==> config.mk <==
export PLATFORM = sky130hd
export DESIGN_NAME = rsp_merge_flat
export DESIGN_NICKNAME = d
export VERILOG_FILES = /design/src/mem_island_cfg_pkg.sv /design/src/mem_island_types_pkg.sv /design/src/mem_island_ifs.sv /design/src/rsp_merge.sv /design/src/flat_wrapper.sv
export SDC_FILE = /design/constraint.sdc
export NUM_CORES = 1
export LEC_CHECK = 0
export BUFFER_PORTS_ARGS = -buffer_cell sky130_fd_sc_hd__buf_4
export CAP_MARGIN = 20
export CORE_ASPECT_RATIO = 1.4
export CORE_MARGIN = 2
export CORE_UTILIZATION = 41
export DETAILED_ROUTE_END_ITERATION = 10
export GPL_ROUTABILITY_DRIVEN = 0
export PLACE_DENSITY = 0.75
export REMOVE_ABC_BUFFERS = 1
export SLEW_MARGIN = 15
export SYNTH_ARGS = -nofsm -noshare
export SYNTH_HDL_FRONTEND = slang
export SYNTH_SLANG_ARGS = --single-unit
==> constraint.sdc <==
create_clock -name clk_i -period 2.1 [get_ports clk_i]
set_input_delay 0.105 -clock clk_i [delete_from_list [all_inputs] [get_ports clk_i]]
set_output_delay 0.105 -clock clk_i [all_outputs]
set_load 0.01 [all_outputs]
==> src/mem_island_cfg_pkg.sv <==
// Geometry and address field constants of the two-port memory island
package mem_island_cfg_pkg;

    // ------------------------------------------------------------------------
    // Bank geometry
    // ------------------------------------------------------------------------
    localparam int unsigned NUM_BANKS      = 4;
    localparam int unsigned WORDS_PER_BANK = 64;
    // Data widths of the two ports
    localparam int unsigned NARROW_DW      = 32;
    localparam int unsigned WIDE_DW        = 64;
    // One wide word spans an aligned pair of narrow banks
    localparam int unsigned BANKS_PER_WIDE = WIDE_DW / NARROW_DW;
    localparam int unsigned NUM_PAIRS      = NUM_BANKS / BANKS_PER_WIDE;

    // ------------------------------------------------------------------------
    // Address layout
    // ------------------------------------------------------------------------
    // Byte address, top bits must stay zero
    localparam int unsigned ADDR_W  = 12;
    // In-bank word index sits above bank select
    localparam int unsigned ROW_W   = 6;
    localparam int unsigned ROW_LSB = 4;
    // Acceptance edge to rvalid, in cycles
    localparam int unsigned RSP_LAT = 2;

endpackage
==> src/mem_island_types_pkg.sv <==
// Address, data, strobe and bank index types plus the conflict priority state
package mem_island_types_pkg;

    // Port byte address
    typedef logic [mem_island_cfg_pkg::ADDR_W-1:0] addr_t;

    // Word index inside one bank
    typedef logic [mem_island_cfg_pkg::ROW_W-1:0] row_t;

    // Narrow bank select and wide pair select
    typedef logic [$clog2(mem_island_cfg_pkg::NUM_BANKS)-1:0] bank_idx_t;
    typedef logic [$clog2(mem_island_cfg_pkg::NUM_PAIRS)-1:0] pair_idx_t;

    // Data words
    typedef logic [mem_island_cfg_pkg::NARROW_DW-1:0] ndata_t;
    typedef logic [mem_island_cfg_pkg::WIDE_DW-1:0]   wdata_t;

    // Byte strobes, one bit per data byte
    typedef logic [mem_island_cfg_pkg::NARROW_DW/8-1:0] nbe_t;
    typedef logic [mem_island_cfg_pkg::WIDE_DW/8-1:0]   wbe_t;

    // Conflict arbiter state
    // Names the port that wins the next bank conflict
    typedef enum logic {
        PRIO_NARROW,
        PRIO_WIDE
    } prio_e;

endpackage

==> src/mem_island_ifs.sv <==


// ----------------------------------------------------------------------------
// Access tags of the cycle, used to route read data back
// ----------------------------------------------------------------------------
interface rsp_tag_if;
    logic                            narrow_acc;
    mem_island_types_pkg::bank_idx_t narrow_bank;
    logic                            wide_acc;
    mem_island_types_pkg::pair_idx_t wide_pair;

    modport arb   (output narrow_acc, narrow_bank, wide_acc, wide_pair);
    modport merge (input  narrow_acc, narrow_bank, wide_acc, wide_pair);
endinterface

==> src/rsp_merge.sv <==
// Response merge stage aligning tags with bank data and building port responses
`timescale 1ns/1ns

module rsp_merge (
    input  logic                         clk_i,
    input  logic                         arst_n_i,
    rsp_tag_if.merge                     tag_i,
    input  mem_island_types_pkg::ndata_t rdata_i [mem_island_cfg_pkg::NUM_BANKS],
    output logic                         narrow_rvalid_o,
    output mem_island_types_pkg::ndata_t narrow_rdata_o,
    output logic                         wide_rvalid_o,
    output mem_island_types_pkg::wdata_t wide_rdata_o
);

    // Tags one stage late, in step with the bank read registers
    logic                            narrow_acc_q;
    logic                            wide_acc_q;
    mem_island_types_pkg::bank_idx_t narrow_bank_q;
    mem_island_types_pkg::pair_idx_t wide_pair_q;
    // Even bank of the tagged pair
    mem_island_types_pkg::bank_idx_t wide_base;

    always_ff @(posedge clk_i or negedge arst_n_i) begin
        if (!arst_n_i) begin
            narrow_acc_q    <= 1'b0;
            wide_acc_q      <= 1'b0;
            narrow_rvalid_o <= 1'b0;
            wide_rvalid_o   <= 1'b0;
        end else begin
            narrow_acc_q    <= tag_i.narrow_acc;
            wide_acc_q      <= tag_i.wide_acc;
            narrow_rvalid_o <= narrow_acc_q;
            wide_rvalid_o   <= wide_acc_q;
        end
    end

    assign wide_base = mem_island_types_pkg::bank_idx_t'(wide_pair_q *
                                                         mem_island_cfg_pkg::BANKS_PER_WIDE);

    always_ff @(posedge clk_i) begin
        narrow_bank_q <= tag_i.narrow_bank;
        wide_pair_q   <= tag_i.wide_pair;
        if (narrow_acc_q) begin
            narrow_rdata_o <= rdata_i[narrow_bank_q];
        end
        // Odd bank fills the upper half
        if (wide_acc_q) begin
            wide_rdata_o <= {rdata_i[wide_base + 1'b1], rdata_i[wide_base]};
        end
    end

endmodule

==> src/flat_wrapper.sv <==
// flat-port wrapper written by rule: the top's interface ports become plain ports
module rsp_merge_flat 
  (clk_i, arst_n_i, rdata_i, narrow_rvalid_o, narrow_rdata_o, wide_rvalid_o, wide_rdata_o, tag_i_narrow_acc, tag_i_narrow_bank, tag_i_wide_acc, tag_i_wide_pair);
  rsp_tag_if tag_i_i ();
  input  logic clk_i;
  input  logic arst_n_i;
  input  mem_island_types_pkg::ndata_t rdata_i[mem_island_cfg_pkg::NUM_BANKS];
  output logic narrow_rvalid_o;
  output mem_island_types_pkg::ndata_t narrow_rdata_o;
  output logic wide_rvalid_o;
  output mem_island_types_pkg::wdata_t wide_rdata_o;
  input wire logic [$bits(tag_i_i.narrow_acc)-1:0] tag_i_narrow_acc;
  input wire logic [$bits(tag_i_i.narrow_bank)-1:0] tag_i_narrow_bank;
  input wire logic [$bits(tag_i_i.wide_acc)-1:0] tag_i_wide_acc;
  input wire logic [$bits(tag_i_i.wide_pair)-1:0] tag_i_wide_pair;
  assign tag_i_i.narrow_acc = tag_i_narrow_acc;
  assign tag_i_i.narrow_bank = tag_i_narrow_bank;
  assign tag_i_i.wide_acc = tag_i_wide_acc;
  assign tag_i_i.wide_pair = tag_i_wide_pair;
  rsp_merge u_core (.clk_i(clk_i), .arst_n_i(arst_n_i), .tag_i(tag_i_i), .rdata_i(rdata_i), .narrow_rvalid_o(narrow_rvalid_o), .narrow_rdata_o(narrow_rdata_o), .wide_rvalid_o(wide_rvalid_o), .wide_rdata_o(wide_rdata_o));
endmodule
==> out/summary.txt, run 1 <==
Pre-Repair DR Iteration Count: 6
Wirelength per Cell: 20.8 um
Commonest non-fill, non-tap cell in the layout: buf_4
Max-Cap Viols: 0
Final core utilization: 0.617
RSZ-0062 raised after global routing: false
Seq/Total Area, Yosys: 0.656
Drc violations: 0
Clock transition at path regs: 0.07 ns
CP cell instances: mux4_1
Clock latency on the worst-skew pair: 0.34 ns
Met3 routed WL: 746 um
Design Power: 4.96 mW
H-tree Lvls: 3
Postcts setup bufs: 0
Int Pwr: 3.86 mW
Finished Layout Cells: 606
Net Sw Frac: 0.222
Pwr per Cell Area: 720 mW/mm2
Clock sink total: 103
Netlist cell types: 10
Post-Route Skew: 0.00791 ns
Sequential share of power: 0.500
Total Wirelength: 12600 um
Proportion of layout cells with a drive suffix above 1: 0.758
Fmax: 668 MHz
Data required, critical path: 2.17 ns
Largest buffer count on any clock path: 2
Endpoints failing setup: 0
Seq cells post-synth: 103
Die Width: 93.9 um
Final min period: 1.50 ns
Met2 WL: 6860 um
Largest net degree at the start of global routing: 66
DR vias/cell: 5.19
Post-Synthesis Mean Instance Area: 21.7 um2
CTS root buf: clkbuf_16
Crit Path Class: reg -> reg
Die area: 0.0122 mm2
Top routing layer in use: met4
Clock network power share: 0.330
Final #Nets: 592
Buf/Inv on CP: 0
Multi-input gate area: 0.00146 mm2
Synth area leaders: edfxtp_1 62%, mux2_2 16%, mux4_2 13%, mux4_1 3.4%, dfrtp_1 2.2%
Slowest cell on crit path: mux4_1
DRT antenna net count: 0
Resized cells post-CTS: 0
Met1 WL: 4500 um
First-pass GRT wire length: 18100 um
Final-report max-slew violation count: 0
CP arrival: 1.57 ns
Cell area after synthesis: 0.00464 mm2
Storage element area: 0.00305 mm2
Min Hold Slack: 0.0735 ns
I/O pin count: 233
Core area: 0.0112 mm2
Worst path max stage delay: 0.62 ns
Vias in the first global route: 3328
# diodes: 0
GRT Total Usage: 0.202
Worst Setup End Kind: flip-flop
Period utilization: 0.712
Yosys warnings: 0
Worst Hold Class: in -> reg
Total grt overflow: 0
Status: completed
Initial drt markers: 150
# rows: 46
Vias after detailed routing: 3144
Placed cell count: 584
Startpoint Class: flip-flop
Initial Util: 0.416
Pre-CTS setup slack: 0.591 ns
Largest delay contributor family on the critical path: multiplexers
Area growth syn-to-layout: 48.5%
Slew Limit Headroom: 0.682
Top-area cell type share of the netlist area: 0.621
Mapped Cells: 214
Lkg Pwr: 2.83 nW
Input/output buffers: 232
Worst setup margin: 0.604 ns
Num CTS Buffers: 9
Final Hold Viols: 0
Worst-path maximum fanout: 14
Fill count: 872
Clock tree from TritonCTS: yes
Initial antenna violation count: 0
Most frequent cells in the layout: 238 x buf_4, 96 x edfxtp_1, 64 x mux2_2
Die Y: 130 um
DP HPWL: 9370 um
Power share of the combinational group: 0.170
Worst ir drop on vdd: 0.403 mV
NetSw: 1.10 mW
Biggest area consumer among synthesized cells: edfxtp_1
Worst slew pin tran: 0.478 ns
==> cells by family (layout without fill, tap and decap cells) <==
kind of cell	after synthesis	in the layout	share of synthesized area
multiplexers	96	96	0.316
flip-flops	103	103	0.656
buffers and inverters	15	263	0.0286
==> flip-flops by register name, summed over array words and instances, names as in the netlist <==
register,count
u_core.narrow_acc_q,1
u_core.narrow_bank_q,2
u_core.narrow_rdata_o,32
u_core.narrow_rvalid_o,1
u_core.wide_acc_q,1
u_core.wide_pair_q,1
u_core.wide_rdata_o,64
u_core.wide_rvalid_o,1
==> worst paths after layout <==
check | start | slack [ns] | endpoint | cells after the start
max | u_core.narrow_bank_q[1]$_DFF_P_ | 0.60 | u_core.narrow_rdata_o[28]$_DFFE_PP_ | 1
min | rdata_i[54] | 0.07 | u_core.wide_rdata_o[22]$_DFFE_PP_ | 2
max reg2reg | u_core.narrow_bank_q[1]$_DFF_P_ | 0.60 | u_core.narrow_rdata_o[28]$_DFFE_PP_ | 1
min reg2reg | u_core.wide_acc_q$_DFF_PN0_ | 0.74 | u_core.wide_rvalid_o$_DFF_PN0_ | 1
max in group asynchronous | arst_n_i | 1.89 | u_core.narrow_acc_q$_DFF_PN0_ | 2
min in group asynchronous | arst_n_i | 0.10 | u_core.narrow_rvalid_o$_DFF_PN0_ | 2
==> final cells by class <==
cell class / count / share of cell area
Multi-Input combinational cell: 96 / 0.212
Clock inverter: 6 / 0.00872
Timing Repair Buffer: 247 / 0.277
Tap cell: 144 / 0.0262
Clock buffer: 10 / 0.0332
Sequential cell: 103 / 0.443
==> stage by stage <==
step	instance area (um2)	TNS, ns
after floorplan	4510	-20.00
after global placement	6540	0
after detailed placement	6540	0
after CTS	6890	0
after global routing	6890	0
final	6890	0
==> synthesized netlist by cell type <==
cell type,number
buf_12,2
edfxtp_1,96
mux4_2,26
mux2_2,64
dfxtp_1,3
mux4_1,6
buf_2,8
buf_6,4
buf_4,1
dfrtp_1,4
==> power by group through the flow <==
| stage | Combinational [mW] | Sequential, mW | Clock (mW) |
|---|---|---|---|
| after CTS | 0.847 | 2.48 | 1.67 |
| final | 0.841 | 2.48 | 1.64 |
| after global routing | 0.894 | 2.49 | 1.76 |
| after floorplan | 0.210 | 2.64 | 0 |
| after global placement | 0.815 | 2.52 | 0 |
| after detailed placement | 0.836 | 2.53 | 0 |
==> layer usage <==
metal  vias up  global-route usage
li1       1396                   -
met1      1572               0.236
met2       143               0.353
met3        33              0.0456
met4         0              0.0972
met5         -                   0
==> repair_timing <==
action / in CTS / in global routing
hold buffers: 6 / 0
setup endpoints to repair: 0 / 0
endpoints found under the hold margin: 9 / 0
No activity file was read; power rests on OpenSTA's default activity.
==> run 2, diff against run 1 <==
--- a/config.mk
+++ b/config.mk
@@ -9,10 +9,10 @@
 export CAP_MARGIN = 20
 export CORE_ASPECT_RATIO = 1.4
 export CORE_MARGIN = 2
-export CORE_UTILIZATION = 41
+export CORE_UTILIZATION = 46
 export DETAILED_ROUTE_END_ITERATION = 10
 export GPL_ROUTABILITY_DRIVEN = 0
-export PLACE_DENSITY = 0.75
+export PLACE_DENSITY = 0.79
 export REMOVE_ABC_BUFFERS = 1
 export SLEW_MARGIN = 15
 export SYNTH_ARGS = -nofsm -noshare
==> constraint.sdc (replaced) <==
create_clock -name clk_i -period 1.5 [get_ports clk_i]
set_input_delay 0.075 -clock clk_i [delete_from_list [all_inputs] [get_ports clk_i]]
set_output_delay 0.075 -clock clk_i [all_outputs]
set_load 0.01 [all_outputs]
==> out/summary.txt, run 2 (synthesized netlist as in run 1, its figures left out) <==
Status: completed (unchanged)
Initial drt markers: 154 (was 150)
Min Hold Slack: 0.0423 ns (was 0.0735 ns)
Finished Layout Cells: 599 (was 606)
DP HPWL: 9130 um (was 9370 um)
Cell area after layout: 0.00695 mm2 (was 0.00689 mm2)
DRT antenna net count: 0 (unchanged)
Largest net degree at the start of global routing: 33 (was 66)
Postcts setup bufs: 0 (unchanged)
Die Width: 88.9 um (was 93.9 um)
RSZ-0062 raised after global routing: false (unchanged)
Proportion of layout cells with a drive suffix above 1: 0.759 (was 0.758)
Total Wirelength: 12100 um (was 12600 um)
Worst Setup End Kind: flip-flop (unchanged)
Data required, critical path: 1.58 ns (was 2.17 ns)
Endpoints failing setup: 0 (unchanged)
Biggest regs: u_core.wide_rdata_o (64), u_core.narrow_rdata_o (32), u_core.narrow_bank_q (2) (unchanged)
Pre-Repair DR Iteration Count: 4 (was 6)
Area growth syn-to-layout: 49.9% (was 48.5%)
Period utilization: 0.931 (was 0.712)
Core area: 0.00985 mm2 (was 0.0112 mm2)
Crit Path Class: reg -> reg (unchanged)
I/O pin count: 233 (unchanged)
Top reg by flops: u_core.wide_rdata_o (unchanged)
Worst slew pin tran: 0.317 ns (was 0.478 ns)
Hold path depth: 2 (unchanged)
First-pass GRT wire length: 17300 um (was 18100 um)
Initial Util: 0.471 (was 0.416)
CP startpoint: u_core.narrow_bank_q[1]$_DFF_P_ (unchanged)
Die area: 0.0109 mm2 (was 0.0122 mm2)
Placed cell areas: 0.00658 mm2 (was 0.00654 mm2)
Min-delay src: rdata_i[125] (was rdata_i[54])
Buf/Inv on CP: 1 (was 0)
Lkg Pwr: 2.87 nW (was 2.83 nW)
Slowest cell on crit path: dfxtp_2 (was mux4_1)
Fill count: 678 (was 872)
Vias in the first global route: 3216 (was 3328)
Initial antenna violation count: 0 (unchanged)
Clock tree from TritonCTS: yes (unchanged)
Final #Nets: 594 (was 592)
Largest delay contributor family on the critical path: flip-flops (was multiplexers)
Final Hold Viols: 0 (unchanged)
CTS root buf: clkbuf_16 (unchanged)
H-tree Lvls: 3 (unchanged)
Setup slack, reg-to-reg: 0.10 ns (was 0.60 ns)
Storage element area: 0.00305 mm2 (about the same)
Multi-input gate area: 0.00146 mm2 (unchanged)
Fmax: 716 MHz (was 668 MHz)
DR vias/cell: 5.19 (about the same)
Worst ir drop on vdd: 0.648 mV (was 0.403 mV)
Most frequent cells in the layout: 237 x buf_4, 96 x edfxtp_1, 64 x mux2_2 (was 238 x buf_4, 96 x edfxtp_1, 64 x mux2_2)
CP arrival: 1.47 ns (was 1.57 ns)
R2R depth: 2 (was 1)
Clock sink total: 103 (unchanged)
Largest buffer count on any clock path: 2 (unchanged)
Total grt overflow: 0 (unchanged)
Drc violations: 0 (unchanged)
Clock latency on the worst-skew pair: 0.34 ns (about the same)
Max-Cap Viols: 0 (unchanged)
Worst path max stage delay: 0.46 ns (was 0.62 ns)
Vias after detailed routing: 3110 (was 3144)
Pwr per Cell Area: 1020 mW/mm2 (was 720 mW/mm2)
Wirelength per Cell: 20.1 um (was 20.8 um)
# rows: 43 (was 46)
Commonest non-fill, non-tap cell in the layout: buf_4 (unchanged)
Startpoint Class: flip-flop (unchanged)
GRT Total Usage: 0.219 (was 0.202)
Worst Hold Class: in -> reg (unchanged)
Placed cell count: 577 (was 584)
Final min period: 1.40 ns (was 1.50 ns)
Input/output buffers: 232 (unchanged)
Worst R2R Start: u_core.narrow_bank_q[1]$_DFF_P_ (unchanged)
Num CTS Buffers: 9 (unchanged)
Slew Limit Headroom: 0.789 (was 0.682)
Die Y: 123 um (was 130 um)
Clock transition at path regs: 0.07 ns (about the same)
Final-report max-slew violation count: 0 (unchanged)
Max reg flops: 64 (unchanged)
# diodes: 0 (unchanged)
Worst-path maximum fanout: 17 (was 14)
Hold Path Sink: u_core.wide_rdata_o[29]$_DFFE_PP_ (was u_core.wide_rdata_o[22]$_DFFE_PP_)
Post-Route Skew: 0.00444 ns (was 0.00791 ns)
Worst R2R End: u_core.narrow_rdata_o[26]$_DFFE_PP_ (was u_core.narrow_rdata_o[28]$_DFFE_PP_)
CP cell instances: buf_4 -> mux4_2 (was mux4_1)
run 2: cell count changes in the layout (fill, tap and decap cells not counted), sizes merged:
cell / change
clkbuf: -1
clkinv: +2
clkinvlp: -1
inv: -1
buf: +2
bufinv: +1
run 2: where the power goes:
part	leakage, nW	internal (mW)	switching (mW)
logic	1.70	0.736	0.458
registers	1.01	3.39	0.0700
clock network	0.157	1.45	0.996
total	2.87	5.58	1.52
run 2: worst max path at each step:
stage,to,slack (ns),depth (start not counted)
final,u_core.narrow_rdata_o[26]$_DFFE_PP_,0.10,2
after detailed placement,u_core.narrow_rdata_o[26]$_DFFE_PP_,0.1,2
after global routing,u_core.narrow_rdata_o[26]$_DFFE_PP_,0.05,2
after CTS,u_core.narrow_rdata_o[26]$_DFFE_PP_,0.1,2
after global placement,u_core.narrow_rdata_o[1]$_DFFE_PP_,0.12,2
after floorplan,u_core.wide_rdata_o[0]$_DFFE_PP_,-0.85,1
run 2: per-layer routing:
metal / routed length, um / GRT usage / vias up
li1: - / - / 1394
met1: 4100 / 0.247 / 1540
met2: 6700 / 0.381 / 151
met3: 834 / 0.0477 / 25
met4: 429 / 0.117 / 0
met5: 0 / 0 / -
run 2: cell type report:
cell class	count	area share
Timing Repair Buffer	249	0.282
Tap cell	135	0.0243
Clock buffer	9	0.0324
Sequential cell	103	0.438
Clock inverter	7	0.0126
Multi-Input combinational cell	96	0.211
run 2: what timing repair did:
action / 4_1_cts / 5_1_grt
endpoints found under the hold margin: 9 / 0
hold buffers: 6 / 0
resized for setup: 0 / 0
run 2: through the flow:
step | util | total power, mW | worst slack (ns) | setup TNS, ns
after floorplan | - | 3.99 | -0.848 | -111.07
after global placement | 0.668 | 4.68 | 0.119 | 0
after detailed placement | 0.668 | 4.71 | 0.0985 | 0
after CTS | 0.706 | 7.15 | 0.0959 | 0
after global routing | 0.706 | 7.35 | 0.0528 | 0
final | 0.706 | 7.10 | 0.104 | 0
