<file path="config.mk">
export PLATFORM = sky130hd
export DESIGN_NAME = bank_arbiter_flat
export DESIGN_NICKNAME = d
export VERILOG_FILES = /design/src/mem_island_cfg_pkg.sv /design/src/mem_island_types_pkg.sv /design/src/mem_island_ifs.sv /design/src/bank_arbiter.sv /design/src/flat_wrapper.sv
export SDC_FILE = /design/constraint.sdc
export NUM_CORES = 1
export LEC_CHECK = 0
export BUFFER_PORTS_ARGS = -buffer_cell sky130_fd_sc_hd__clkbuf_2
export CAP_MARGIN = 10
export CELL_PAD_IN_SITES_DETAIL_PLACEMENT = 0
export CELL_PAD_IN_SITES_GLOBAL_PLACEMENT = 1
export CORE_AREA = 2 2 121 123
export DETAILED_ROUTE_END_ITERATION = 6
export DIE_AREA = 0 0 123 125
export HOLD_SLACK_MARGIN = 0.02
export PLACE_DENSITY = 0.67
export SKIP_CTS_REPAIR_TIMING = 1
export SLEW_MARGIN = 20
export SYNTH_ARGS = -nofsm -noshare
export SYNTH_HDL_FRONTEND = slang
export SYNTH_SLANG_ARGS = --single-unit
</file>
<file path="constraint.sdc">
create_clock -name clk_i -period 2.3 [get_ports clk_i]
set_input_delay 0.23 -clock clk_i [delete_from_list [all_inputs] [get_ports clk_i]]
set_output_delay 0.23 -clock clk_i [all_outputs]
set_load 0.1 [all_outputs]
</file>
<file path="src/mem_island_cfg_pkg.sv">
// Geometry and address field constants of the two-port memory island
package mem_island_cfg_pkg;

    // ------------------------------------------------------------------------
    // Bank geometry
    // ------------------------------------------------------------------------
    localparam int unsigned NUM_BANKS      = 4;
    localparam int unsigned WORDS_PER_BANK = 64;
    // Data widths of the two ports
    localparam int unsigned NARROW_DW      = 32;
    localparam int unsigned WIDE_DW        = 64;
    // One wide word spans an aligned pair of narrow banks
    localparam int unsigned BANKS_PER_WIDE = WIDE_DW / NARROW_DW;
    localparam int unsigned NUM_PAIRS      = NUM_BANKS / BANKS_PER_WIDE;

    // ------------------------------------------------------------------------
    // Address layout
    // ------------------------------------------------------------------------
    // Byte address, top bits must stay zero
    localparam int unsigned ADDR_W  = 12;
    // In-bank word index sits above bank select
    localparam int unsigned ROW_W   = 6;
    localparam int unsigned ROW_LSB = 4;
    // Acceptance edge to rvalid, in cycles
    localparam int unsigned RSP_LAT = 2;

endpackage
</file>
<file path="src/mem_island_types_pkg.sv">
// Address, data, strobe and bank index types plus the conflict priority state
package mem_island_types_pkg;

    // Port byte address
    typedef logic [mem_island_cfg_pkg::ADDR_W-1:0] addr_t;

    // Word index inside one bank
    typedef logic [mem_island_cfg_pkg::ROW_W-1:0] row_t;

    // Narrow bank select and wide pair select
    typedef logic [$clog2(mem_island_cfg_pkg::NUM_BANKS)-1:0] bank_idx_t;
    typedef logic [$clog2(mem_island_cfg_pkg::NUM_PAIRS)-1:0] pair_idx_t;

    // Data words
    typedef logic [mem_island_cfg_pkg::NARROW_DW-1:0] ndata_t;
    typedef logic [mem_island_cfg_pkg::WIDE_DW-1:0]   wdata_t;

    // Byte strobes, one bit per data byte
    typedef logic [mem_island_cfg_pkg::NARROW_DW/8-1:0] nbe_t;
    typedef logic [mem_island_cfg_pkg::WIDE_DW/8-1:0]   wbe_t;

    // Conflict arbiter state
    // Names the port that wins the next bank conflict
    typedef enum logic {
        PRIO_NARROW,
        PRIO_WIDE
    } prio_e;

endpackage

</file>
<file path="src/mem_island_ifs.sv">
// Decoded request, per-bank request and response tag interfaces
`timescale 1ns/1ns

// ----------------------------------------------------------------------------
// Decoded requests of both ports
// ----------------------------------------------------------------------------
interface dec_req_if;
    // Narrow side
    logic                            narrow_valid;
    logic                            narrow_we;
    mem_island_types_pkg::bank_idx_t narrow_bank;
    mem_island_types_pkg::row_t      narrow_row;
    mem_island_types_pkg::ndata_t    narrow_wdata;
    mem_island_types_pkg::nbe_t      narrow_be;
    // Wide side
    logic                            wide_valid;
    logic                            wide_we;
    mem_island_types_pkg::pair_idx_t wide_pair;
    mem_island_types_pkg::row_t      wide_row;
    mem_island_types_pkg::wdata_t    wide_wdata;
    mem_island_types_pkg::wbe_t      wide_be;

    modport src (output narrow_valid, narrow_we, narrow_bank, narrow_row, narrow_wdata,
                        narrow_be, wide_valid, wide_we, wide_pair, wide_row, wide_wdata,
                        wide_be);
    modport dst (input  narrow_valid, narrow_we, narrow_bank, narrow_row, narrow_wdata,
                        narrow_be, wide_valid, wide_we, wide_pair, wide_row, wide_wdata,
                        wide_be);
endinterface

// ----------------------------------------------------------------------------
// Per-bank lanes after arbitration
// ----------------------------------------------------------------------------
interface bank_req_if;
    logic [mem_island_cfg_pkg::NUM_BANKS-1:0]                               en;
    logic [mem_island_cfg_pkg::NUM_BANKS-1:0]                               we;
    mem_island_types_pkg::row_t   [mem_island_cfg_pkg::NUM_BANKS-1:0] row;
    mem_island_types_pkg::ndata_t [mem_island_cfg_pkg::NUM_BANKS-1:0] wdata;
    mem_island_types_pkg::nbe_t   [mem_island_cfg_pkg::NUM_BANKS-1:0] be;

    modport arb (output en, we, row, wdata, be);
    modport mem (input  en, we, row, wdata, be);
endinterface

// ----------------------------------------------------------------------------
// Access tags of the cycle, used to route read data back
// ----------------------------------------------------------------------------
interface rsp_tag_if;
    logic                            narrow_acc;
    mem_island_types_pkg::bank_idx_t narrow_bank;
    logic                            wide_acc;
    mem_island_types_pkg::pair_idx_t wide_pair;

    modport arb   (output narrow_acc, narrow_bank, wide_acc, wide_pair);
    modport merge (input  narrow_acc, narrow_bank, wide_acc, wide_pair);
endinterface

</file>
<file path="src/bank_arbiter.sv">
// Bank arbitration stage with conflict detection, grant logic and lane steering
`timescale 1ns/1ns

module bank_arbiter (
    input  logic   clk_i,
    input  logic   arst_n_i,
    dec_req_if.dst dec_i,
    output logic   narrow_gnt_o,
    output logic   wide_gnt_o,
    bank_req_if.arb bank_o,
    rsp_tag_if.arb tag_o
);

    mem_island_types_pkg::prio_e prio_q;
    logic conflict;
    // Banks claimed by each port this cycle
    logic [mem_island_cfg_pkg::NUM_BANKS-1:0] narrow_lane;
    logic [mem_island_cfg_pkg::NUM_BANKS-1:0] wide_lane;

    // ------------------------------------------------------------------------
    // Conflict detection and grants
    // ------------------------------------------------------------------------
    // Narrow bank inside the wide pair
    assign conflict = dec_i.narrow_valid && dec_i.wide_valid &&
        (mem_island_types_pkg::pair_idx_t'(dec_i.narrow_bank /
                                           mem_island_cfg_pkg::BANKS_PER_WIDE) == dec_i.wide_pair);

    assign narrow_gnt_o = dec_i.narrow_valid &&
        (!conflict || prio_q == mem_island_types_pkg::PRIO_NARROW);
    assign wide_gnt_o   = dec_i.wide_valid &&
        (!conflict || prio_q == mem_island_types_pkg::PRIO_WIDE);

    // Winner of a conflict hands priority to the loser
    always_ff @(posedge clk_i or negedge arst_n_i) begin
        if (!arst_n_i) begin
            prio_q <= mem_island_types_pkg::PRIO_NARROW;
        end else if (conflict) begin
            prio_q <= (prio_q == mem_island_types_pkg::PRIO_NARROW) ?
                      mem_island_types_pkg::PRIO_WIDE : mem_island_types_pkg::PRIO_NARROW;
        end
    end

    // ------------------------------------------------------------------------
    // Lane steering
    // ------------------------------------------------------------------------
    always_comb begin
        for (int b = 0; b < mem_island_cfg_pkg::NUM_BANKS; b++) begin
            narrow_lane[b] = narrow_gnt_o &&
                (dec_i.narrow_bank == mem_island_types_pkg::bank_idx_t'(b));
            wide_lane[b]   = wide_gnt_o && (dec_i.wide_pair ==
                mem_island_types_pkg::pair_idx_t'(b / mem_island_cfg_pkg::BANKS_PER_WIDE));
        end
    end

    always_comb begin
        bank_o.en    = '0;
        bank_o.we    = '0;
        bank_o.row   = '0;
        bank_o.wdata = '0;
        bank_o.be    = '0;
        for (int b = 0; b < mem_island_cfg_pkg::NUM_BANKS; b++) begin
            if (narrow_lane[b]) begin
                bank_o.en[b]    = 1'b1;
                bank_o.we[b]    = dec_i.narrow_we;
                bank_o.row[b]   = dec_i.narrow_row;
                bank_o.wdata[b] = dec_i.narrow_wdata;
                bank_o.be[b]    = dec_i.narrow_be;
            end else if (wide_lane[b]) begin
                // Even bank takes the low half, odd bank the high half
                bank_o.en[b]    = 1'b1;
                bank_o.we[b]    = dec_i.wide_we;
                bank_o.row[b]   = dec_i.wide_row;
                bank_o.wdata[b] = dec_i.wide_wdata[(b % mem_island_cfg_pkg::BANKS_PER_WIDE) *
                                  mem_island_cfg_pkg::NARROW_DW +: mem_island_cfg_pkg::NARROW_DW];
                bank_o.be[b]    = dec_i.wide_be[(b % mem_island_cfg_pkg::BANKS_PER_WIDE) *
                                  $bits(mem_island_types_pkg::nbe_t) +:
                                  $bits(mem_island_types_pkg::nbe_t)];
            end
        end
    end

    // Tags of the accesses issued this cycle
    assign tag_o.narrow_acc  = narrow_gnt_o;
    assign tag_o.narrow_bank = dec_i.narrow_bank;
    assign tag_o.wide_acc    = wide_gnt_o;
    assign tag_o.wide_pair   = dec_i.wide_pair;

    // ------------------------------------------------------------------------
    // Assertions
    // ------------------------------------------------------------------------
    // A bank serves one port per cycle
    a_lane_exclusive : assert property (@(posedge clk_i) disable iff (!arst_n_i)
        (narrow_lane & wide_lane) == '0);

    // Held loser of a conflict is served in the following cycle
    a_narrow_no_starve : assert property (@(posedge clk_i) disable iff (!arst_n_i)
        (conflict && !narrow_gnt_o) ##1 dec_i.narrow_valid |-> narrow_gnt_o);
    a_wide_no_starve : assert property (@(posedge clk_i) disable iff (!arst_n_i)
        (conflict && !wide_gnt_o) ##1 dec_i.wide_valid |-> wide_gnt_o);

endmodule

</file>
<file path="src/flat_wrapper.sv">
// flat-port wrapper written by rule: the top's interface ports become plain ports
module bank_arbiter_flat 
  (clk_i, arst_n_i, narrow_gnt_o, wide_gnt_o, dec_i_narrow_valid, dec_i_narrow_we, dec_i_narrow_bank, dec_i_narrow_row, dec_i_narrow_wdata, dec_i_narrow_be, dec_i_wide_valid, dec_i_wide_we, dec_i_wide_pair, dec_i_wide_row, dec_i_wide_wdata, dec_i_wide_be, bank_o_en, bank_o_we, bank_o_row, bank_o_wdata, bank_o_be, tag_o_narrow_acc, tag_o_narrow_bank, tag_o_wide_acc, tag_o_wide_pair);
  dec_req_if dec_i_i ();
  bank_req_if bank_o_i ();
  rsp_tag_if tag_o_i ();
  input  logic clk_i;
  input  logic arst_n_i;
  output logic narrow_gnt_o;
  output logic wide_gnt_o;
  input wire logic [$bits(dec_i_i.narrow_valid)-1:0] dec_i_narrow_valid;
  input wire logic [$bits(dec_i_i.narrow_we)-1:0] dec_i_narrow_we;
  input wire logic [$bits(dec_i_i.narrow_bank)-1:0] dec_i_narrow_bank;
  input wire logic [$bits(dec_i_i.narrow_row)-1:0] dec_i_narrow_row;
  input wire logic [$bits(dec_i_i.narrow_wdata)-1:0] dec_i_narrow_wdata;
  input wire logic [$bits(dec_i_i.narrow_be)-1:0] dec_i_narrow_be;
  input wire logic [$bits(dec_i_i.wide_valid)-1:0] dec_i_wide_valid;
  input wire logic [$bits(dec_i_i.wide_we)-1:0] dec_i_wide_we;
  input wire logic [$bits(dec_i_i.wide_pair)-1:0] dec_i_wide_pair;
  input wire logic [$bits(dec_i_i.wide_row)-1:0] dec_i_wide_row;
  input wire logic [$bits(dec_i_i.wide_wdata)-1:0] dec_i_wide_wdata;
  input wire logic [$bits(dec_i_i.wide_be)-1:0] dec_i_wide_be;
  output wire logic [$bits(bank_o_i.en)-1:0] bank_o_en;
  output wire logic [$bits(bank_o_i.we)-1:0] bank_o_we;
  output wire logic [$bits(bank_o_i.row)-1:0] bank_o_row;
  output wire logic [$bits(bank_o_i.wdata)-1:0] bank_o_wdata;
  output wire logic [$bits(bank_o_i.be)-1:0] bank_o_be;
  output wire logic [$bits(tag_o_i.narrow_acc)-1:0] tag_o_narrow_acc;
  output wire logic [$bits(tag_o_i.narrow_bank)-1:0] tag_o_narrow_bank;
  output wire logic [$bits(tag_o_i.wide_acc)-1:0] tag_o_wide_acc;
  output wire logic [$bits(tag_o_i.wide_pair)-1:0] tag_o_wide_pair;
  assign dec_i_i.narrow_valid = dec_i_narrow_valid;
  assign dec_i_i.narrow_we = dec_i_narrow_we;
  assign dec_i_i.narrow_bank = dec_i_narrow_bank;
  assign dec_i_i.narrow_row = dec_i_narrow_row;
  assign dec_i_i.narrow_wdata = dec_i_narrow_wdata;
  assign dec_i_i.narrow_be = dec_i_narrow_be;
  assign dec_i_i.wide_valid = dec_i_wide_valid;
  assign dec_i_i.wide_we = dec_i_wide_we;
  assign dec_i_i.wide_pair = dec_i_wide_pair;
  assign dec_i_i.wide_row = dec_i_wide_row;
  assign dec_i_i.wide_wdata = dec_i_wide_wdata;
  assign dec_i_i.wide_be = dec_i_wide_be;
  assign bank_o_en = bank_o_i.en;
  assign bank_o_we = bank_o_i.we;
  assign bank_o_row = bank_o_i.row;
  assign bank_o_wdata = bank_o_i.wdata;
  assign bank_o_be = bank_o_i.be;
  assign tag_o_narrow_acc = tag_o_i.narrow_acc;
  assign tag_o_narrow_bank = tag_o_i.narrow_bank;
  assign tag_o_wide_acc = tag_o_i.wide_acc;
  assign tag_o_wide_pair = tag_o_i.wide_pair;
  bank_arbiter u_core (.clk_i(clk_i), .arst_n_i(arst_n_i), .dec_i(dec_i_i), .narrow_gnt_o(narrow_gnt_o), .wide_gnt_o(wide_gnt_o), .bank_o(bank_o_i), .tag_o(tag_o_i));
endmodule
</file>
==> impl_metrics.toml, run 1 <==
[outcome]
status = "finished, final reports clean"

[die]
die_h_um = 125
rows = 44
initial_core_util_pct = 13.9
io_pins = 312
fp.dieArea_sq_um = 15400
die_w_um = 123
core_sq_um = 14200

[critical_path]
ff2ff_path_depth = 1
worst-path-buf-inv = 2
cp.arrival_ns = 1.80
cp_cell_sequence = "and3b_1 -> nor4b_4 -> buf_4 -> a22o_1 -> buf_12"
critPathTopFamily = "simple AND/OR/NAND/NOR gates"
critPathKind = "reg -> out"
cp.depth = 5
cp.required_ns = 2.07
crit_path_end_kind = "output pin"
critPathMaxFanout = 22
cp_slowest_cell = "dfrtp_1"
cpPeakStageDelay_ns = 0.45
start_kind = "flip-flop"

[global_routing]
grt_pass1_vias = 3597
grt_first_pass_wirelength_um = 19500
grtUsageTotal_pct = 15.3
antenna_found_initial = 0
grt_max_degree = 46
grt_overflow = 0

[synthesis]
synth-main-ff-cell = "dfrtp_1"
yosys.area.top_type_share_pct = 76.4
synth_area_per_cell_sq_um = 8.29
synthCells = 238
netlist_top_cells_count = "a22o_1, buf_2, clkbuf_1"
ys_ff_latch = 1
synth_top_cell_by_area = "a22o_1"
synth_nets = 367
synth_area_leaders = "a22o_1, buf_2, buf_4"
synth.yosys.seq_area_share_pct = 1.27
ys_warn_count = 0
syn_area_sq_um = 1970
synth_edf_count = 0
async_flop_share_pct = 100
yosysMostFrequentCell = "a22o_1"
ys_types = 21

[power_and_ir_drop]
peakVddDrop_mv = 0.278
power_density_nw_per_um2 = 612
sw_frac_of_total_pct = 66.4
p_int_w = 0.00129
p_seq_share_pct = 1.3
power.share.clock_pct = 0
comb_power_share_pct = 98.7
power_leakage_nw = 2.82
switchingPower_w = 0.00255
total_power_w = 0.00384

[place]
place_congestion = 0.799
place_hpwl_um = 10700
io_buffer_count = 311

[timing]
maxSlewViolCount = 0
setup_viol = 0
fmax_mhz = 493
finClkSkew_ns = 0
max_slew_margin_pct = 63.9
finalHoldViolCount = 0
setup_tns_ns = 0
fin_crit_sh_pct = 88.2
rsz0062_at_grt = "false"
fin_hold_ws_ns = 0.548
timing.final.crit_period_ns = 2.03
worst_slew_pin_slew_ns = 0.544

[route]
drt-pass1-iter-count = 4
routed-via-count = 3555
first_iter_violations = 146
drcViolationCount = 0
ant_nets = 0
routed_wire_length_per_instance_um = 18.5
drt_wl_total_um = 13000
vias_per_cell = 5.06

[flow_run]
drv_cap = 0

[layout]
drive_gt1_share_pct = 64.7
largest_register_ffs = 1
largest-register = "u_core.prio_q"
syn_to_final_growth_pct = 218
reg_top3 = "u_core.prio_q: 1 flops"
antenna_cells = 0
nNetsFinal = 649
fin_util_pct = 44.2

[clock_network]
clk_latency_ns = 0
clk_pin_slew_worst_paths_ns = 0

[min_path]
hold_path_class = "in -> async"
-- area by class of cell --
cell class,count,area (sq um)
fill,1308,7930
timing repair buffer,324,4310
multi-input combinational,191,1700
tap,184,230
sequential,1,25.0
inverter,2,7.51
-- cell families (layout without fill, tap and decap cells) --
| kind of cell | after synthesis | in the layout | synth area share [%] |
|---|---|---|---|
| AO/OA/AOI/OAI | 176 | 176 | 78.1 |
| buffers and inverters | 46 | 326 | 13.8 |
| AND/OR/NAND/NOR | 13 | 13 | 5.96 |
| XOR/XNOR | 2 | 2 | 0.888 |
| flip-flops | 1 | 1 | 1.27 |
-- power by group through the flow --
| stage | Combinational (W) | Clock, W | Sequential (W) |
|---|---|---|---|
| after CTS | 0.00380 | 0 | 0.0000488 |
| after floorplan | 0.00239 | 0 | 0.0000283 |
| after detailed placement | 0.00380 | 0 | 0.0000488 |
| final | 0.00379 | 0 | 0.0000494 |
| after global placement | 0.00378 | 0 | 0.0000454 |
| after global routing | 0.00387 | 0 | 0.0000507 |
-- per-layer routing --
layer	up-vias	track usage [%]	share of wire, %
met5	-	0	0
met4	0	2.54	1.8
met3	16	4.52	12
met2	233	30.1	54
met1	1705	16.0	33
li1	1601	-	-
-- path summary, 6_finish.rpt --
path / from / to / slack [ns]
hold / removal: arst_n_i / u_core.prio_q / 0.55
setup / recovery: u_core.prio_q / bank_o_wdata[37] / 0.27
setup reg to reg: u_core.prio_q / u_core.prio_q / 1.54
min in group clk_i: dec_i_narrow_valid / u_core.prio_q / 0.58
max in group asynchronous: arst_n_i / u_core.prio_q / 1.67
hold reg to reg: u_core.prio_q / u_core.prio_q / 0.66
-- per-stage QoR --
| stage | instances | setup slack [ns] | instance area, sq um |
|---|---|---|---|
| 6_report | 702 | 0.271 | 6270 |
| 5_1_grt | 702 | 0.210 | 6270 |
| 4_1_cts | 701 | 0.291 | 6260 |
| 3_5_place_dp | 701 | 0.303 | 6260 |
| 3_3_place_gp | 701 | 0.363 | 6260 |
| 2_1_floorplan | 238 | 0.00000933 | 1980 |
-- cells in the final DEF (no fill, tap or decap) --
cell           instances
buf_12               177
a22o_1               172
clkbuf_2             135
buf_4                 11
or2_2                  4
xnor2_1                2
nand2_1                2
nand3_1                2
o21a_1                 1
inv_2                  1
a31oi_2                1
inv_1                  1
o311a_2                1
and3b_1                1
nor4_4                 1
o211a_4                1
and4_2                 1
nor3b_4                1
nor4b_4                1
dlygate4sd3_1          1
dfrtp_1                1
Note: power is estimated with default switching activity, not from simulation.
==> inputs of run 2 (changes only) <==
- CELL_PAD_IN_SITES_DETAIL_PLACEMENT: 0 -> not set
- CELL_PAD_IN_SITES_GLOBAL_PLACEMENT: 1 -> not set
- CORE_AREA: 2 2 121 123 -> 2 2 123 125
- DIE_AREA: 0 0 123 125 -> 0 0 125 127
- PLACE_DENSITY: 0.67 -> 0.42
==> impl_metrics.toml, run 2 (synthesized netlist as in run 1, its figures left out) <==
[layout]
layout_commonest_cell = "buf_12"
reg_top3 = "u_core.prio_q: 1 flops"
antenna_cells = 0
design_area_sq_um = 6310
fin_util_pct = 43.8
final_cell_mix = "buf_12, a22o_1, clkbuf_2"
drive_gt1_share_pct = 64.6
largest_register_ffs = 1
largest-register = "u_core.prio_q"
syn_to_final_growth_pct = 220
nNetsFinal = 648

[power_and_ir_drop]
p_seq_share_pct = 1.2
power_leakage_nw = 2.83
power.share.clock_pct = 0
comb_power_share_pct = 98.8
switchingPower_w = 0.00256
peakVddDrop_mv = 0.305
total_power_w = 0.00386
p_int_w = 0.00130
sw_frac_of_total_pct = 66.4
power_density_nw_per_um2 = 612

[place]
io_buffer_count = 311
place_area_sq_um = 6300
place_hpwl_um = 11400
dp_slack_ns = 0.299
place_congestion = 0.840

[route]
first_iter_violations = 159
drt_wl_total_um = 14500
routed_wire_length_per_instance_um = 20.6
drcViolationCount = 0
vias_per_cell = 5.10
routed-via-count = 3576
ant_nets = 0
drt-pass1-iter-count = 4

[critical_path]
r2r-end = "u_core.prio_q"
critPathKind = "reg -> out"
cp_cell_sequence = "o311a_2 -> buf_12 -> or2_2 -> buf_12"
cpPeakStageDelay_ns = 0.45
start_kind = "flip-flop"
rrSetupSlack_ns = 1.56
critPathMaxFanout = 88
crit_path_end_kind = "output pin"
r2r-start = "u_core.prio_q"
cp-endpoint = "bank_o_en[1]"
ff2ff_path_depth = 1
crit_path_start = "u_core.prio_q"
cp_slowest_cell = "o311a_2"
cp.required_ns = 2.07
cp.arrival_ns = 1.77
crit_top_cell = "buf_12"

[outcome]
status = "finished, final reports clean"

[timing]
setup_ws_ns = 0.303
rsz0062_at_grt = "false"
fin_crit_sh_pct = 86.8
setup_tns_ns = 0
finalHoldViolCount = 0
max_slew_margin_pct = 63.4
worst_slew_pin_slew_ns = 0.552
finClkSkew_ns = 0
setup_viol = 0
fmax_mhz = 501
timing.final.crit_period_ns = 2.00
maxSlewViolCount = 0

[global_routing]
grt_overflow = 0
grt_first_pass_wirelength_um = 21000
grt_max_degree = 89
grt_pass1_vias = 3622
antenna_found_initial = 0
grtUsageTotal_pct = 16.3

[die]
die_w_um = 125
initial_core_util_pct = 13.7
core_sq_um = 14400
io_pins = 312
die_h_um = 127
rows = 44
fp.dieArea_sq_um = 15900

[clock_network]
clk_pin_slew_worst_paths_ns = 0
clk_latency_ns = 0

[min_path]
hold_path_class = "in -> async"

[flow_run]
drv_cap = 0
## run 2: cell types whose count changed in the layout (fill, tap and decap cells not counted)
cell    change
buf_4       -5
buf_12      +4
## run 2: worst min-delay path by stage
| stage | start | endpoint | slack, ns | cells after the start |
|---|---|---|---|---|
| floorplan | arst_n_i | u_core.prio_q | -0.07 | 0 |
| global placement | arst_n_i | u_core.prio_q | 0.01 | 1 |
| detailed placement | arst_n_i | u_core.prio_q | 0.009 | 1 |
| CTS | arst_n_i | u_core.prio_q | 0.01 | 1 |
| global route | arst_n_i | u_core.prio_q | 0.57 | 2 |
| finish | arst_n_i | u_core.prio_q | 0.55 | 2 |
## run 2: layout make-up
cell class / instances / area, sq um
well taps: 184 / 230
multi-input cells: 191 / 1700
fillers: 1341 / 8110
inverters: 2 / 7.51
repair buffers: 323 / 4350
flip-flops and latches: 1 / 25.0
## run 2: worst max-delay path, delay by kind of cell, from the launching register on
kind | cells | cell delay [ns]
AND/OR/NAND/NOR | 1 | 0.40
buffers and inverters | 2 | 0.37
flip-flops | 1 | 0.44
AO/OA/AOI/OAI | 1 | 0.45
## run 2: per-stage QoR
stage          hold WS [ns]  cells
2_1_floorplan       -0.0656    238
3_3_place_gp         0.0103    700
3_5_place_dp        0.00916    700
4_1_cts             0.00952    700
5_1_grt               0.569    701
6_report              0.550    701
## run 2: power groups by stage
stage | Sequential (W) | Combinational [W] | Clock, W
after floorplan | 0.0000283 | 0.00239 | 0
after global placement | 0.0000458 | 0.00381 | 0
after detailed placement | 0.0000472 | 0.00383 | 0
after CTS | 0.0000471 | 0.00383 | 0
after global routing | 0.0000505 | 0.00390 | 0
final | 0.0000476 | 0.00382 | 0
## run 2: metal layers
metal  part of all wire (%)  vias up  track usage [%]
met2                     55      217             32.5
met4                   0.73        0             1.70
li1                       -     1596                -
met3                    8.7        7             4.10
met1                     35     1756             17.8
met5                      0        -                0
